<file path="src/exec_consts.svh">
`ifndef EXEC_CONSTS_SVH
`define EXEC_CONSTS_SVH

// Data path and PC width of the core
`define XLEN        32

// Multiplier step counter, wide enough to hold XLEN itself
`define MUL_CNT_W   6

// Exception request code sent to the exception unit
`define EXC_CODE_W  4

// Internal request code for mret, the exception unit maps it to its own action
`define EXC_MRET    4'd3

`endif

</file>
<file path="src/exec_pkg.sv">
package exec_pkg;

    // Operand source for both ALU inputs
    typedef enum logic [2:0] {
        OP_SEL_NONE = 3'd0,
        OP_SEL_RS1  = 3'd1,
        OP_SEL_RS2  = 3'd2,
        OP_SEL_IMM  = 3'd3,
        OP_SEL_CSR  = 3'd4,
        OP_SEL_PC   = 3'd5
    } operand_sel_e;

    typedef enum logic [3:0] {
        ALU_ADD   = 4'd0,
        ALU_SUB   = 4'd1,
        ALU_AND   = 4'd2,
        ALU_OR    = 4'd3,
        ALU_XOR   = 4'd4,
        ALU_SLL   = 4'd5,
        ALU_SRL   = 4'd6,
        ALU_SRA   = 4'd7,
        ALU_SLT   = 4'd8,
        ALU_SLTU  = 4'd9,
        ALU_PASS2 = 4'd10 // Second operand straight through, used by lui
    } alu_op_e;

    typedef enum logic [3:0] {
        BR_NONE = 4'd0,
        BR_BEQ  = 4'd1,
        BR_BNE  = 4'd2,
        BR_BLT  = 4'd3,
        BR_BGE  = 4'd4,
        BR_BLTU = 4'd5,
        BR_BGEU = 4'd6,
        BR_JAL  = 4'd7,
        BR_JALR = 4'd8
    } branch_op_e;

    typedef enum logic [2:0] {
        WB_ALU  = 3'd0,
        WB_OP1  = 3'd1,
        WB_LINK = 3'd2,
        WB_CSR  = 3'd3,
        WB_MUL  = 3'd4
    } wb_sel_e;

    typedef enum logic [1:0] {CSR_NONE = 2'd0, CSR_RW = 2'd1, CSR_RS = 2'd2, CSR_MRET = 2'd3} csr_op_e;

    typedef enum logic [1:0] {MOP_NONE = 2'd0, MOP_MUL = 2'd1, MOP_MULHU = 2'd2} mul_op_e;

    typedef enum logic [1:0] {MS_IDLE = 2'd0, MS_RUN = 2'd1, MS_DONE = 2'd2} mul_state_e;

endpackage

</file>
<file path="src/alu.sv">
`timescale 1ns/10ps

`include "exec_consts.svh"

module alu import exec_pkg::*; (
    input  alu_op_e             op_i,
    input  logic [`XLEN-1:0]    a_i,
    input  logic [`XLEN-1:0]    b_i,
    output logic [`XLEN-1:0]    result_o,
    output logic                eq_o,
    output logic                lt_o,
    output logic                ltu_o
);

    logic [4:0]         shamt;
    logic [`XLEN-1:0]   sum;
    logic [`XLEN-1:0]   diff;

    assign shamt = b_i[4:0]; // Only the low five bits count for RV32 shifts
    assign sum   = a_i + b_i;
    assign diff  = a_i - b_i;

    // Flags come from the same operands so the branch unit can use them directly
    assign eq_o  = (a_i == b_i);
    assign lt_o  = ($signed(a_i) < $signed(b_i));
    assign ltu_o = (a_i < b_i);

    always_comb begin
        case (op_i)
            ALU_ADD: begin
                result_o = sum;
            end
            ALU_SUB: begin
                result_o = diff;
            end
            ALU_AND: begin
                result_o = a_i & b_i;
            end
            ALU_OR: begin
                result_o = a_i | b_i;
            end
            ALU_XOR: begin
                result_o = a_i ^ b_i;
            end
            ALU_SLL: begin
                result_o = a_i << shamt;
            end
            ALU_SRL: begin
                result_o = a_i >> shamt;
            end
            ALU_SRA: begin
                result_o = $unsigned($signed(a_i) >>> shamt); // Keeps the sign bit
            end
            ALU_SLT: begin
                result_o = {{(`XLEN-1){1'b0}}, lt_o};
            end
            ALU_SLTU: begin
                result_o = {{(`XLEN-1){1'b0}}, ltu_o};
            end
            ALU_PASS2: begin
                result_o = b_i;
            end
            default: begin
                result_o = '0;
            end
        endcase
    end

endmodule

</file>
<file path="src/branch_unit.sv">
`timescale 1ns/10ps

`include "exec_consts.svh"

module branch_unit import exec_pkg::*; (
    input  branch_op_e          op_i,
    input  logic [`XLEN-1:0]    pc_i,
    input  logic [`XLEN-1:0]    imm_i,
    input  logic [`XLEN-1:0]    rs1_i,
    input  logic                taken_i,
    input  logic                eq_i,
    input  logic                lt_i,
    input  logic                ltu_i,
    output logic                redirect_valid_o,
    output logic [`XLEN-1:0]    redirect_pc_o,
    output logic                fb_update_o,
    output logic                fb_taken_o,
    output logic                fb_mispredict_o,
    output logic [`XLEN-1:0]    link_pc_o
);

    logic               is_branch;
    logic               is_jalr;
    logic               actual_taken;
    logic [`XLEN-1:0]   pc_plus4;
    logic [`XLEN-1:0]   jalr_sum;
    logic [`XLEN-1:0]   target;

    always_comb begin
        case (op_i)
            BR_BEQ:          actual_taken = eq_i;
            BR_BNE:          actual_taken = !eq_i;
            BR_BLT:          actual_taken = lt_i;
            BR_BGE:          actual_taken = !lt_i;
            BR_BLTU:         actual_taken = ltu_i;
            BR_BGEU:         actual_taken = !ltu_i;
            BR_JAL, BR_JALR: actual_taken = 1'b1;
            default:         actual_taken = 1'b0;
        endcase
    end

    assign is_branch = (op_i != BR_NONE);
    assign is_jalr   = (op_i == BR_JALR);

    assign pc_plus4 = pc_i + `XLEN'd4;
    assign jalr_sum = rs1_i + imm_i;
    assign target   = is_jalr ? {jalr_sum[`XLEN-1:1], 1'b0} : pc_i + imm_i;

    assign fb_mispredict_o = is_branch && (actual_taken != taken_i);

    // The predictor never knows the jalr target, so it always goes back to fetch
    assign redirect_valid_o = fb_mispredict_o || is_jalr;
    assign redirect_pc_o    = actual_taken ? target : pc_plus4;

    assign fb_update_o = is_branch;
    assign fb_taken_o  = actual_taken;
    assign link_pc_o   = pc_plus4;

endmodule

</file>
<file path="src/mul_unit.sv">
`timescale 1ns/10ps

`include "exec_consts.svh"

module mul_unit import exec_pkg::*; (
    input  logic                clk_i,
    input  logic                rstn_i,
    input  logic                start_i,
    input  mul_op_e             op_i,
    input  logic [`XLEN-1:0]    a_i,
    input  logic [`XLEN-1:0]    b_i,
    input  logic                hold_i,
    output logic [`XLEN-1:0]    product_o,
    output logic                done_o
);

    mul_state_e             state_q;
    logic [`MUL_CNT_W-1:0]  cnt_q;
    logic [2*`XLEN-1:0]     acc_q;
    logic [2*`XLEN-1:0]     mcand_q;
    logic [`XLEN-1:0]       mplier_q;
    mul_op_e                op_q;

    // Control state
    always_ff @(posedge clk_i) begin
        if (!rstn_i) begin
            state_q <= MS_IDLE;
            cnt_q   <= '0;
        end else begin
            case (state_q)
                MS_IDLE: begin
                    if (start_i) begin
                        state_q <= MS_RUN;
                        cnt_q   <= `MUL_CNT_W'(`XLEN);
                    end
                end
                MS_RUN: begin
                    cnt_q <= cnt_q - 1'b1;
                    if (cnt_q == `MUL_CNT_W'd1) begin
                        state_q <= MS_DONE; // Last multiplier bit handled this cycle
                    end
                end
                MS_DONE: begin
                    if (!hold_i) begin
                        state_q <= MS_IDLE; // Result taken by the pipeline register
                    end
                end
                default: begin
                    state_q <= MS_IDLE;
                end
            endcase
        end
    end

    // Operands and accumulator
    always_ff @(posedge clk_i) begin
        if (state_q == MS_IDLE && start_i) begin
            acc_q    <= '0;
            mcand_q  <= {{`XLEN{1'b0}}, a_i};
            mplier_q <= b_i;
            op_q     <= op_i;
        end else if (state_q == MS_RUN) begin
            if (mplier_q[0]) begin
                acc_q <= acc_q + mcand_q;
            end
            mcand_q  <= mcand_q << 1;
            mplier_q <= mplier_q >> 1;
        end
    end

    assign done_o    = (state_q == MS_DONE);
    assign product_o = (op_q == MOP_MULHU) ? acc_q[2*`XLEN-1:`XLEN] : acc_q[`XLEN-1:0];

endmodule

</file>
<file path="src/exec_unit.sv">
`timescale 1ns/10ps

`include "exec_consts.svh"

module exec_unit import exec_pkg::*; (
    input  logic                    clk_i,
    input  logic                    rstn_i,
    input  logic                    hold_i,

    input  logic                    uop_valid_i,
    input  logic [`XLEN-1:0]        uop_pc_i,
    input  logic [`XLEN-1:0]        uop_rs1_i,
    input  logic [`XLEN-1:0]        uop_rs2_i,
    input  logic [`XLEN-1:0]        uop_imm_i,
    input  logic [`XLEN-1:0]        uop_csr_i,
    input  logic [4:0]              uop_rd_i,
    input  logic                    uop_taken_i,
    input  operand_sel_e            uop_op1_sel_i,
    input  operand_sel_e            uop_op2_sel_i,
    input  alu_op_e                 uop_alu_op_i,
    input  branch_op_e              uop_branch_op_i,
    input  wb_sel_e                 uop_wb_sel_i,
    input  csr_op_e                 uop_csr_op_i,
    input  mul_op_e                 uop_mul_op_i,

    output logic                    stall_o,
    output logic                    flush_o,
    output logic                    redirect_valid_o,
    output logic [`XLEN-1:0]        redirect_pc_o,
    output logic [`XLEN-1:0]        fb_pc_o,
    output logic                    fb_update_o,
    output logic                    fb_taken_o,
    output logic                    fb_mispredict_o,
    output logic                    exc_valid_o,
    output logic [`XLEN-1:0]        exc_pc_o,
    output logic [`EXC_CODE_W-1:0]  exc_code_o,

    output logic                    mem_valid_o,
    output logic [`XLEN-1:0]        mem_pc_o,
    output logic [4:0]              mem_rd_o,
    output logic [`XLEN-1:0]        mem_result_o,
    output logic [`XLEN-1:0]        mem_csr_o
);

    logic [`XLEN-1:0]   op1;
    logic [`XLEN-1:0]   op2;
    logic [`XLEN-1:0]   alu_result;
    logic               alu_eq;
    logic               alu_lt;
    logic               alu_ltu;

    logic               br_redirect;
    logic [`XLEN-1:0]   br_redirect_pc;
    logic               br_update;
    logic               br_taken;
    logic               br_mispredict;
    logic [`XLEN-1:0]   br_link_pc;

    logic               is_mul;
    logic               mul_start;
    logic               mul_done;
    logic               mul_active_q;
    logic [`XLEN-1:0]   mul_product;

    logic               is_mret;
    logic [`XLEN-1:0]   wb_value;
    logic [`XLEN-1:0]   csr_value;

    logic               mem_valid_q;
    logic [`XLEN-1:0]   mem_pc_q;
    logic [4:0]         mem_rd_q;
    logic [`XLEN-1:0]   mem_result_q;
    logic [`XLEN-1:0]   mem_csr_q;

    function automatic logic [`XLEN-1:0] sel_operand(
        input operand_sel_e     sel,
        input logic [`XLEN-1:0] rs1,
        input logic [`XLEN-1:0] rs2,
        input logic [`XLEN-1:0] imm,
        input logic [`XLEN-1:0] csr,
        input logic [`XLEN-1:0] pc
    );
        case (sel)
            OP_SEL_RS1: return rs1;
            OP_SEL_RS2: return rs2;
            OP_SEL_IMM: return imm;
            OP_SEL_CSR: return csr;
            OP_SEL_PC:  return pc;
            default:    return '0;
        endcase
    endfunction

    assign op1 = sel_operand(uop_op1_sel_i, uop_rs1_i, uop_rs2_i, uop_imm_i, uop_csr_i, uop_pc_i);
    assign op2 = sel_operand(uop_op2_sel_i, uop_rs1_i, uop_rs2_i, uop_imm_i, uop_csr_i, uop_pc_i);

    alu u_alu (
        .op_i       (uop_alu_op_i),
        .a_i        (op1),
        .b_i        (op2),
        .result_o   (alu_result),
        .eq_o       (alu_eq),
        .lt_o       (alu_lt),
        .ltu_o      (alu_ltu)
    );

    branch_unit u_branch_unit (
        .op_i               (uop_branch_op_i),
        .pc_i               (uop_pc_i),
        .imm_i              (uop_imm_i),
        .rs1_i              (uop_rs1_i),
        .taken_i            (uop_taken_i),
        .eq_i               (alu_eq),
        .lt_i               (alu_lt),
        .ltu_i              (alu_ltu),
        .redirect_valid_o   (br_redirect),
        .redirect_pc_o      (br_redirect_pc),
        .fb_update_o        (br_update),
        .fb_taken_o         (br_taken),
        .fb_mispredict_o    (br_mispredict),
        .link_pc_o          (br_link_pc)
    );

    assign is_mul    = (uop_mul_op_i != MOP_NONE);
    assign mul_start = uop_valid_i && is_mul && !mul_active_q; // One pulse per multiply

    mul_unit u_mul_unit (
        .clk_i      (clk_i),
        .rstn_i     (rstn_i),
        .start_i    (mul_start),
        .op_i       (uop_mul_op_i),
        .a_i        (uop_rs1_i),
        .b_i        (uop_rs2_i),
        .hold_i     (hold_i),
        .product_o  (mul_product),
        .done_o     (mul_done)
    );

    // Set by the start pulse and cleared once the product has been registered
    always_ff @(posedge clk_i) begin
        if (!rstn_i) begin
            mul_active_q <= 1'b0;
        end else if (mul_start) begin
            mul_active_q <= 1'b1;
        end else if (mul_done && !hold_i) begin
            mul_active_q <= 1'b0;
        end
    end

    always_comb begin
        case (uop_wb_sel_i)
            WB_OP1:  wb_value = op1;
            WB_LINK: wb_value = br_link_pc;
            WB_CSR:  wb_value = uop_csr_i;   // Old CSR value goes to rd
            WB_MUL:  wb_value = mul_product;
            default: wb_value = alu_result;
        endcase

        case (uop_csr_op_i)
            CSR_RW:  csr_value = uop_rs1_i;
            CSR_RS:  csr_value = alu_result; // Decode sets the ALU to or csr with rs1
            default: csr_value = '0;
        endcase
    end

    assign is_mret = (uop_csr_op_i == CSR_MRET);

    assign stall_o          = uop_valid_i && is_mul && !mul_done;
    assign flush_o          = uop_valid_i && br_mispredict;
    assign redirect_valid_o = uop_valid_i && br_redirect;
    assign redirect_pc_o    = br_redirect_pc;
    assign fb_pc_o          = uop_pc_i;
    assign fb_update_o      = uop_valid_i && br_update;
    assign fb_taken_o       = br_taken;
    assign fb_mispredict_o  = uop_valid_i && br_mispredict;
    assign exc_valid_o      = uop_valid_i && is_mret;
    assign exc_pc_o         = uop_pc_i;
    assign exc_code_o       = is_mret ? `EXC_MRET : '0;

    // Execute/memory register, a bubble goes in while the multiplier is busy
    always_ff @(posedge clk_i) begin
        if (!rstn_i) begin
            mem_valid_q <= 1'b0;
        end else if (!hold_i) begin
            mem_valid_q <= uop_valid_i && !stall_o;
        end
    end

    always_ff @(posedge clk_i) begin
        if (!hold_i) begin
            mem_pc_q     <= uop_pc_i;
            mem_rd_q     <= uop_rd_i;
            mem_result_q <= wb_value;
            mem_csr_q    <= csr_value;
        end
    end

    assign mem_valid_o  = mem_valid_q;
    assign mem_pc_o     = mem_pc_q;
    assign mem_rd_o     = mem_rd_q;
    assign mem_result_o = mem_result_q;
    assign mem_csr_o    = mem_csr_q;

endmodule

</file>
<file path="config.mk">
export PLATFORM = sky130hd
export DESIGN_NAME = exec_unit
export DESIGN_NICKNAME = d
export VERILOG_FILES = /design/src/exec_pkg.sv /design/src/alu.sv /design/src/branch_unit.sv /design/src/mul_unit.sv /design/src/exec_unit.sv
export VERILOG_INCLUDE_DIRS = /design/src
export SDC_FILE = /design/constraint.sdc
export NUM_CORES = 2
export LEC_CHECK = 0
export BUFFER_PORTS_ARGS = -buffer_cell sky130_fd_sc_hd__buf_2
export CORE_ASPECT_RATIO = 1.5
export CORE_MARGIN = 2
export CORE_UTILIZATION = 62
export CTS_BUF_LIST = sky130_fd_sc_hd__clkbuf_4 sky130_fd_sc_hd__clkbuf_8
export CTS_CLUSTER_SIZE = 10
export DETAILED_ROUTE_END_ITERATION = 8
export PLACE_DENSITY = 0.93
export SYNTH_ARGS = -nofsm -noshare
export SYNTH_HDL_FRONTEND = slang
export SYNTH_HIERARCHICAL = 1
export SYNTH_SLANG_ARGS = --single-unit
</file>
<file path="constraint.sdc">
create_clock -name clk_i -period 12.9 [get_ports clk_i]
set_input_delay 2.58 -clock clk_i [delete_from_list [all_inputs] [get_ports clk_i]]
set_output_delay 2.58 -clock clk_i [all_outputs]
set_load 0.1 [all_outputs]
</file>
======== Word level (Yosys, flattened, before mapping) ========
Cells that the tools add are included.
storage, ports and cells
  bits in registers ....................... 273
  output and inout port bits .............. 209
  logic and storage cells ................. 124
cells by class
  reduce and logical (&&, ||, !) cells .... 30
  muxes and demuxes ....................... 22
  bitwise gates (word level) .............. 3
  $add $sub $neg .......................... 7
  shift operators ......................... 3
  equality and inequality tests ........... 44
  magnitude comparators ................... 2
operators with widths
  cell                                                                    count
  32-bit case mux with 11 select lines                                    1
  32-bit case mux with 5 select lines                                     2
  32-bit 2-to-1 mux                                                       7
  32-bit case mux with 4 select lines                                     1
  32-bit adder                                                            3
  64-bit adder                                                            1
  32-bit less-than comparator                                             2
  32-bit case mux with 2 select lines                                     1
  32-bit by 3-bit adder with 32-bit output (second input constant)        1
  32-bit AND                                                              1
  32-bit equality test                                                    1
  4-bit by 3-bit equality test with 1-bit output (second input constant)  8
  32-bit OR                                                               1
  32-bit by 5-bit << shifter with 32-bit output                           1
  32-bit by 5-bit right shift with 32-bit output                          1
  32-bit by 5-bit >>> shifter with 32-bit output                          1
  32-bit subtractor                                                       1
  32-bit bitwise XOR                                                      1
  3-bit by 2-bit equality test with 1-bit output (second input constant)  6
  4-bit by 2-bit equality test with 1-bit output (second input constant)  4
  4-bit equality test (second input constant)                             4
  3-bit equality test (second input constant)                             5
  6-bit case mux with 2 select lines                                      1
  1-bit logical AND                                                       11
  other kinds (23)                                                        45

======== Depth between registers and ports, before layout ========
  depth after elaboration ................. 9
  depth in mapped cells ................... 31
  depth with buffers taken out ............ 25

======== By module ========
The synthesis kept the hierarchy.
modules (own cells, without submodules)
  module       instances  seq. area each (um^2)  area an instance (um^2)  cells each
  mul_unit     1          4,063.9                10,849.2                 1,360
  alu          1          0.0                    8,992.4                  1,387
  exec_unit    1          3,072.9                7,767.4                  823
  branch_unit  1          0.0                    4,753.3                  692

======== Worst setup path before layout ========
No wires, ideal clock.
  path type ............................... input -> output
  start ................................... in uop_op2_sel_i[0]
  end ..................................... out redirect_pc_o[28]
  arrival ................................. 10.312 ns
  data required time ...................... 10.320 ns
  buffers on the path ..................... 7
  cell stages on the path ................. 29
  path slack .............................. 0.008 ns
  cell sequence ........................... buf_4 -> buf_2 -> mux2i_1 -> o2bb2ai_1 -> a221o_1 -> clkbuf_1 -> inv_1 -> buf_2 -> buf_1 -> clkbuf_1 -> ha_1 -> nor3_1 -> o311ai_1 -> nand3_1 -> a211oi_2 -> o211ai_1 -> a31oi_1 -> nand2b_1 -> a21o_1 -> o21ai_0 -> nor3b_1 -> o21ai_0 -> and2_1 -> buf_2 -> nor2_1 -> inv_2 -> o21ai_1 -> a311o_1 -> nor3_1
on the way
  word-level cells in the longest chain between the ends .. 6
  elaborated cells between the ends (all ways) .. 14
  those cells by class .................... 2 x order compare; 6 x eq/ne; 3 x mux; 3 x reduce/logical
ends and longest elaborated chain
  element                                      line               RTL
  start: declaration                           exec_unit.sv:19    input operand_sel_e uop_op2_sel_i,
  3-bit equality test (tied with other cells)  exec_unit.sv:83    case (sel)
  32-bit case mux with 5 select lines (*)      exec_unit.sv:83
  via op2[2]                                   exec_unit.sv:46    logic [`XLEN-1:0] op2;
  32-bit less-than comparator (*)              alu.sv:25          assign lt_o = ($signed(a_i) < $signed(b_i));
  via alu_lt                                   exec_unit.sv:49    logic alu_lt;
  1-bit logical NOT                            branch_unit.sv:34  BR_BGE: actual_taken = !lt_i;
  1-bit case mux with 7 select lines (*)       branch_unit.sv:30  case (op_i)
  via fb_taken_o                               exec_unit.sv:32    output logic fb_taken_o,
  32-bit 2-to-1 mux (*)                        branch_unit.sv:53  assign redirect_pc_o = actual_taken ? target : pc_plus4;
  end: declaration                             exec_unit.sv:29    output logic [`XLEN-1:0] redirect_pc_o,
The timed path passes the listed nets; every way through them passes the cells marked *.

======== Worst setup path in the final report ========
  start ................................... in uop_op2_sel_i[0]
  end ..................................... out redirect_valid_o
on the way
  word-level cells in the longest chain between the ends .. 9
  elaborated cells between the ends (all ways) .. 17
  those cells by class .................... 2 x order compare; 7 x eq/ne; 2 x mux; 6 x reduce/logical
ends and longest elaborated chain
  element                                      line               RTL
  3-bit equality test (tied with other cells)  exec_unit.sv:83
  32-bit case mux with 5 select lines (*)      exec_unit.sv:83
  via op2[3]                                   exec_unit.sv:46
  32-bit less-than comparator (*)              alu.sv:25
  via alu_lt                                   exec_unit.sv:49
  1-bit logical NOT                            branch_unit.sv:34
  1-bit case mux with 7 select lines (*)       branch_unit.sv:30
  1-bit inequality test (*)                    branch_unit.sv:49  assign fb_mispredict_o = is_branch && (actual_taken != taken_i);
  1-bit logical AND (*)                        branch_unit.sv:49
  via br_mispredict                            exec_unit.sv:56    logic br_mispredict;
  1-bit logical OR (*)                         branch_unit.sv:52  assign redirect_valid_o = fb_mispredict_o || is_jalr;
  via br_redirect                              exec_unit.sv:52    logic br_redirect;
  1-bit logical AND (*)                        exec_unit.sv:169   assign redirect_valid_o = uop_valid_i && br_redirect;
  end: declaration                             exec_unit.sv:28    output logic redirect_valid_o,
Marks and branches as above.

==> run summary <==
The worst stage delay on the critical path is 600 ps. In the routed layout, each cell is associated on average with a via count of 7.31. The tool flagged a number of max-cap violations equal to 2. The die covers 54,100 um^2. For the final database, setup skew stands at 45.9 ps. For this run, the register share of the synthesized area comes to 0.221. The terminus of the critical flop-to-flop path is u_mul_unit/acc_q[62]$_SDFFE_PP0P_. The count of buffers added by post-CTS timing repair for setup is 0. The initial antenna violation count was 18. The number of nets in the finished design came out at 4,843. The half-perimeter wire length after detailed placement came out at 118,000 um.

The dominant delay contributor by cell family on the critical path is compound AO/OA/AOI/OAI gates. The slowest stage of the critical path is the sky130_fd_sc_hd__a211oi_2 cell. The startpoint of the most critical register-to-register path is u_mul_unit/mcand_q[31]$_DFFE_PP_. The top achievable clock speed came out at 81.1 MHz. STA classifies the critical path startpoint as an input pin.

The overall global routing resource usage came out at 0.558. The leakage power summed over all cells is 15.1 nW. The area occupied by registers came out at 7140 um^2. The number of warning messages in the yosys log came out at 6. The total area inside the core boundary comes to 51,600 um^2. The hold buffer count at CTS came out at 0.

The count of cells along the worst register-to-register path came out at 10. The number of enable-type register cells in the synthesized netlist came out at 167. The worst IR drop on VDD came out at 136 uV. The number of non-filler instances in the completed layout came out at 5,146. The number of sinks driven by the clock tree came out at 273.

The fraction of registers with async set or reset after synthesis is 0. The count of distinct cell types in the synthesized netlist is 120. The first-pass detailed-route iteration total is 7. The data required time at the worst endpoint is 10,320 ps. The count of final hold-check violations is 0. The instance count after placement with tap cells included came out at 5,042.

Gates resized during post-CTS repair numbered 0. Once detail routing completed, the nets flagged for antenna violations numbered 0. The chip height is 284 um. The combined area of the multi-input logic cells came out at 23,000 um^2.

The number of top-level pins came out at 400. The critical path crosses 26 cells after its start point. TritonCTS built the clock tree. The worst max-slew margin expressed relative to the limit came out at -0.116.

Setup repair after global routing left no endpoint under its margin. The number of buffers and inverters on the critical path came out at 5. The die is 191 um wide.

The filler cell count in the final layout is 4,436. After synthesis, the cell types taking the most area are sky130_fd_sc_hd__edfxtp_1, sky130_fd_sc_hd__ha_1, sky130_fd_sc_hd__nand2_1, sky130_fd_sc_hd__dfxtp_1, sky130_fd_sc_hd__a21oi_1. The biggest area consumer among synthesized cells is sky130_fd_sc_hd__edfxtp_1. The flop and latch count out of synthesis is 273. After global routing the overflow that remains totals 0. The site row count is 102. After clock tree synthesis, the clock-pin slew on the worst setup and hold paths is 70 ps. Relative to the synthesized area, the layout overhead comes to 9.93%. Tracing the worst setup path back leads to its startpoint at uop_op2_sel_i[0]. Setup violations remaining at the end of the flow were counted as 0.

The pin slew with the least headroom to its limit is 1630 ps. The overall via count from detail_route came out at 37,600. The predominant post-synthesis flop cell is sky130_fd_sc_hd__edfxtp_1.

The power density normalized to cell area came out at 131 nW/um^2. The run finished, with violations left. The maximum level of the CTS H-tree came out at 2. The share of the synthesized area in the top cell type is 0.155. The total cell area at the placement stage came out at 34,500 um^2.

The starting density of the core is 0.628. The fraction of layout instances using a drive strength above 1 came out at 0.166. The last weighted congestion value of the routability-driven placer is 1.17.

The clock latency on the worst-skew pair is 700 ps. The post-route DRC violation count is 0. The tree is rooted in a sky130_fd_sc_hd__clkbuf_8. The critical path ends at redirect_valid_o. The mean area per synthesized cell is 7.59 um^2. The maximum fanout encountered on the critical timing path came out at 21.

The clock buffer count from CTS is 45. In the final routed layout, each cell accounts on average for 30.1 um. The synthesized netlist cell count came out at 4,262. The starting DRC count in detailed routing is 5,456. The finished cells cover 35,600 um^2. The final critical-path share of the clock period came out at 0.956. Across all register-to-register paths, the minimum setup slack is 9050 ps. The largest buffer count on any clock path came out at 3. The min-delay analysis places its worst path in the category flip-flop to flip-flop. The max-slew violation count came out at 4.

The cell area after synthesis is 32,400 um^2. The critical path in this run is classified as input pin to output port. The number of global-route vias before repair came to 36,000. The clock period minus worst slack is 12,340 ps. Wires add up to 155,000 um. The wire length of the first global-routing pass came out at 226,000 um. In the final timing run, aggregate negative setup slack is 0 ps. The final reports fail on capacitance limit, slew limit. For the worst setup path, the data arrival time is 9760 ps. The largest net degree at the start of global routing is 83. The worst setup path is captured at an output port. The count of port buffers added during placement came out at 397.
[worst min-delay path by stage]
stage,start,to,slack (ps),cells after the start
after floorplan,u_mul_unit/acc_q[33]$_SDFFE_PP0P_,u_mul_unit/acc_q[33]$_SDFFE_PP0P_,440,2
after global placement,u_mul_unit/acc_q[33]$_SDFFE_PP0P_,u_mul_unit/acc_q[33]$_SDFFE_PP0P_,450,2
after detailed placement,u_mul_unit/acc_q[3]$_SDFFE_PP0P_,u_mul_unit/acc_q[3]$_SDFFE_PP0P_,470,2
after CTS,u_mul_unit/mcand_q[54]$_SDFFE_PP0P_,u_mul_unit/mcand_q[55]$_SDFFE_PP0P_,480,2
after global routing,u_mul_unit/mcand_q[54]$_SDFFE_PP0P_,u_mul_unit/mcand_q[55]$_SDFFE_PP0P_,490,2
final,u_mul_unit/acc_q[3]$_SDFFE_PP0P_,u_mul_unit/acc_q[3]$_SDFFE_PP0P_,470,2
[layout make-up]
class,count,area share
Multi-Input combinational cell,3493,0.648
Antenna cell,18,0.00127
Timing Repair Buffer,456,0.0835
Clock inverter,14,0.00411
Sequential cell,273,0.201
Clock buffer,69,0.0234
Tap cell,676,0.0238
Inverter,147,0.0157
[worst register-to-register path, delay by kind of cell (launching register included)]
family,cells,cell delay (ps)
flops,1,520
compound gates,8,2420
xor+xnor,1,210
fa+ha+maj,1,560
[cell families (layout without fill, tap and decap cells)]
logic type	after synthesis	after routing	synth area share
xor+xnor	130	130	0.0354
other cells	1	20	0.000116
mux	253	253	0.0861
fa+ha+maj	236	236	0.0924
flops	273	273	0.221
simple gates	1485	1485	0.209
buf+inv	497	686	0.0707
compound gates	1387	1387	0.285
[per-stage QoR]
step                hold slack [ps]  setup slack [ps]   util  power [W]
global placement                451              1160  0.669    0.00359
finish                          473               562  0.690    0.00465
global route                    494               327  0.690    0.00477
detailed placement              466              1020  0.669    0.00362
CTS                             475               997  0.688    0.00449
floorplan                       440              8.32      -    0.00290
[metal layers]
metal / vias up / share of wire / track usage
met4: 6 / 0.12 / 0.529
met1: 17200 / 0.32 / 0.600
met3: 1094 / 0.13 / 0.198
met5: - / 0.00042 / 0
li1: 16000 / - / -
met2: 3322 / 0.43 / 0.843
[cell usage after synthesis (all sizes together), types with 62 or more instances]
cell,instances
nand2,601
buf,170
ha,231
inv,145
edfxtp,167
dfxtp,106
a22oi,87
nor3,72
nand3,93
mux2,62
mux2i,177
xnor2,84
a21oi,391
nor2,406
a21o,72
clkbuf,179
o21ai,285
[sequential cells by signal, summed over array words and instances, names as in the netlist]
register	cells
u_mul_unit/state_q	2
u_mul_unit/mcand_q	64
u_mul_unit/op_q	2
mem_valid_o	1
u_mul_unit/mplier_q	32
mem_result_o	32
mul_active_q	1
u_mul_unit/acc_q	64
u_mul_unit/cnt_q	6
mem_pc_o	32
mem_rd_o	5
mem_csr_o	32
[cells in the final DEF (no fill, tap or decap), drive strengths merged, types with 106 or more instances in the layout]
cell type    n
nand2      601
buf        455
nor2       406
a21oi      391
o21ai      285
ha         231
mux2i      177
edfxtp     167
inv        145
dfxtp      106
[where the power goes]
| part | internal (W) | total, W | switching, W | leakage, nW |
|---|---|---|---|---|
| combinational | 0.000740 | 0.00259 | 0.00185 | 12.1 |
| sequential | 0.00107 | 0.00116 | 0.0000928 | 2.48 |
| clock | 0.000470 | 0.000895 | 0.000425 | 0.518 |
(Power assumes the default switching activity.)
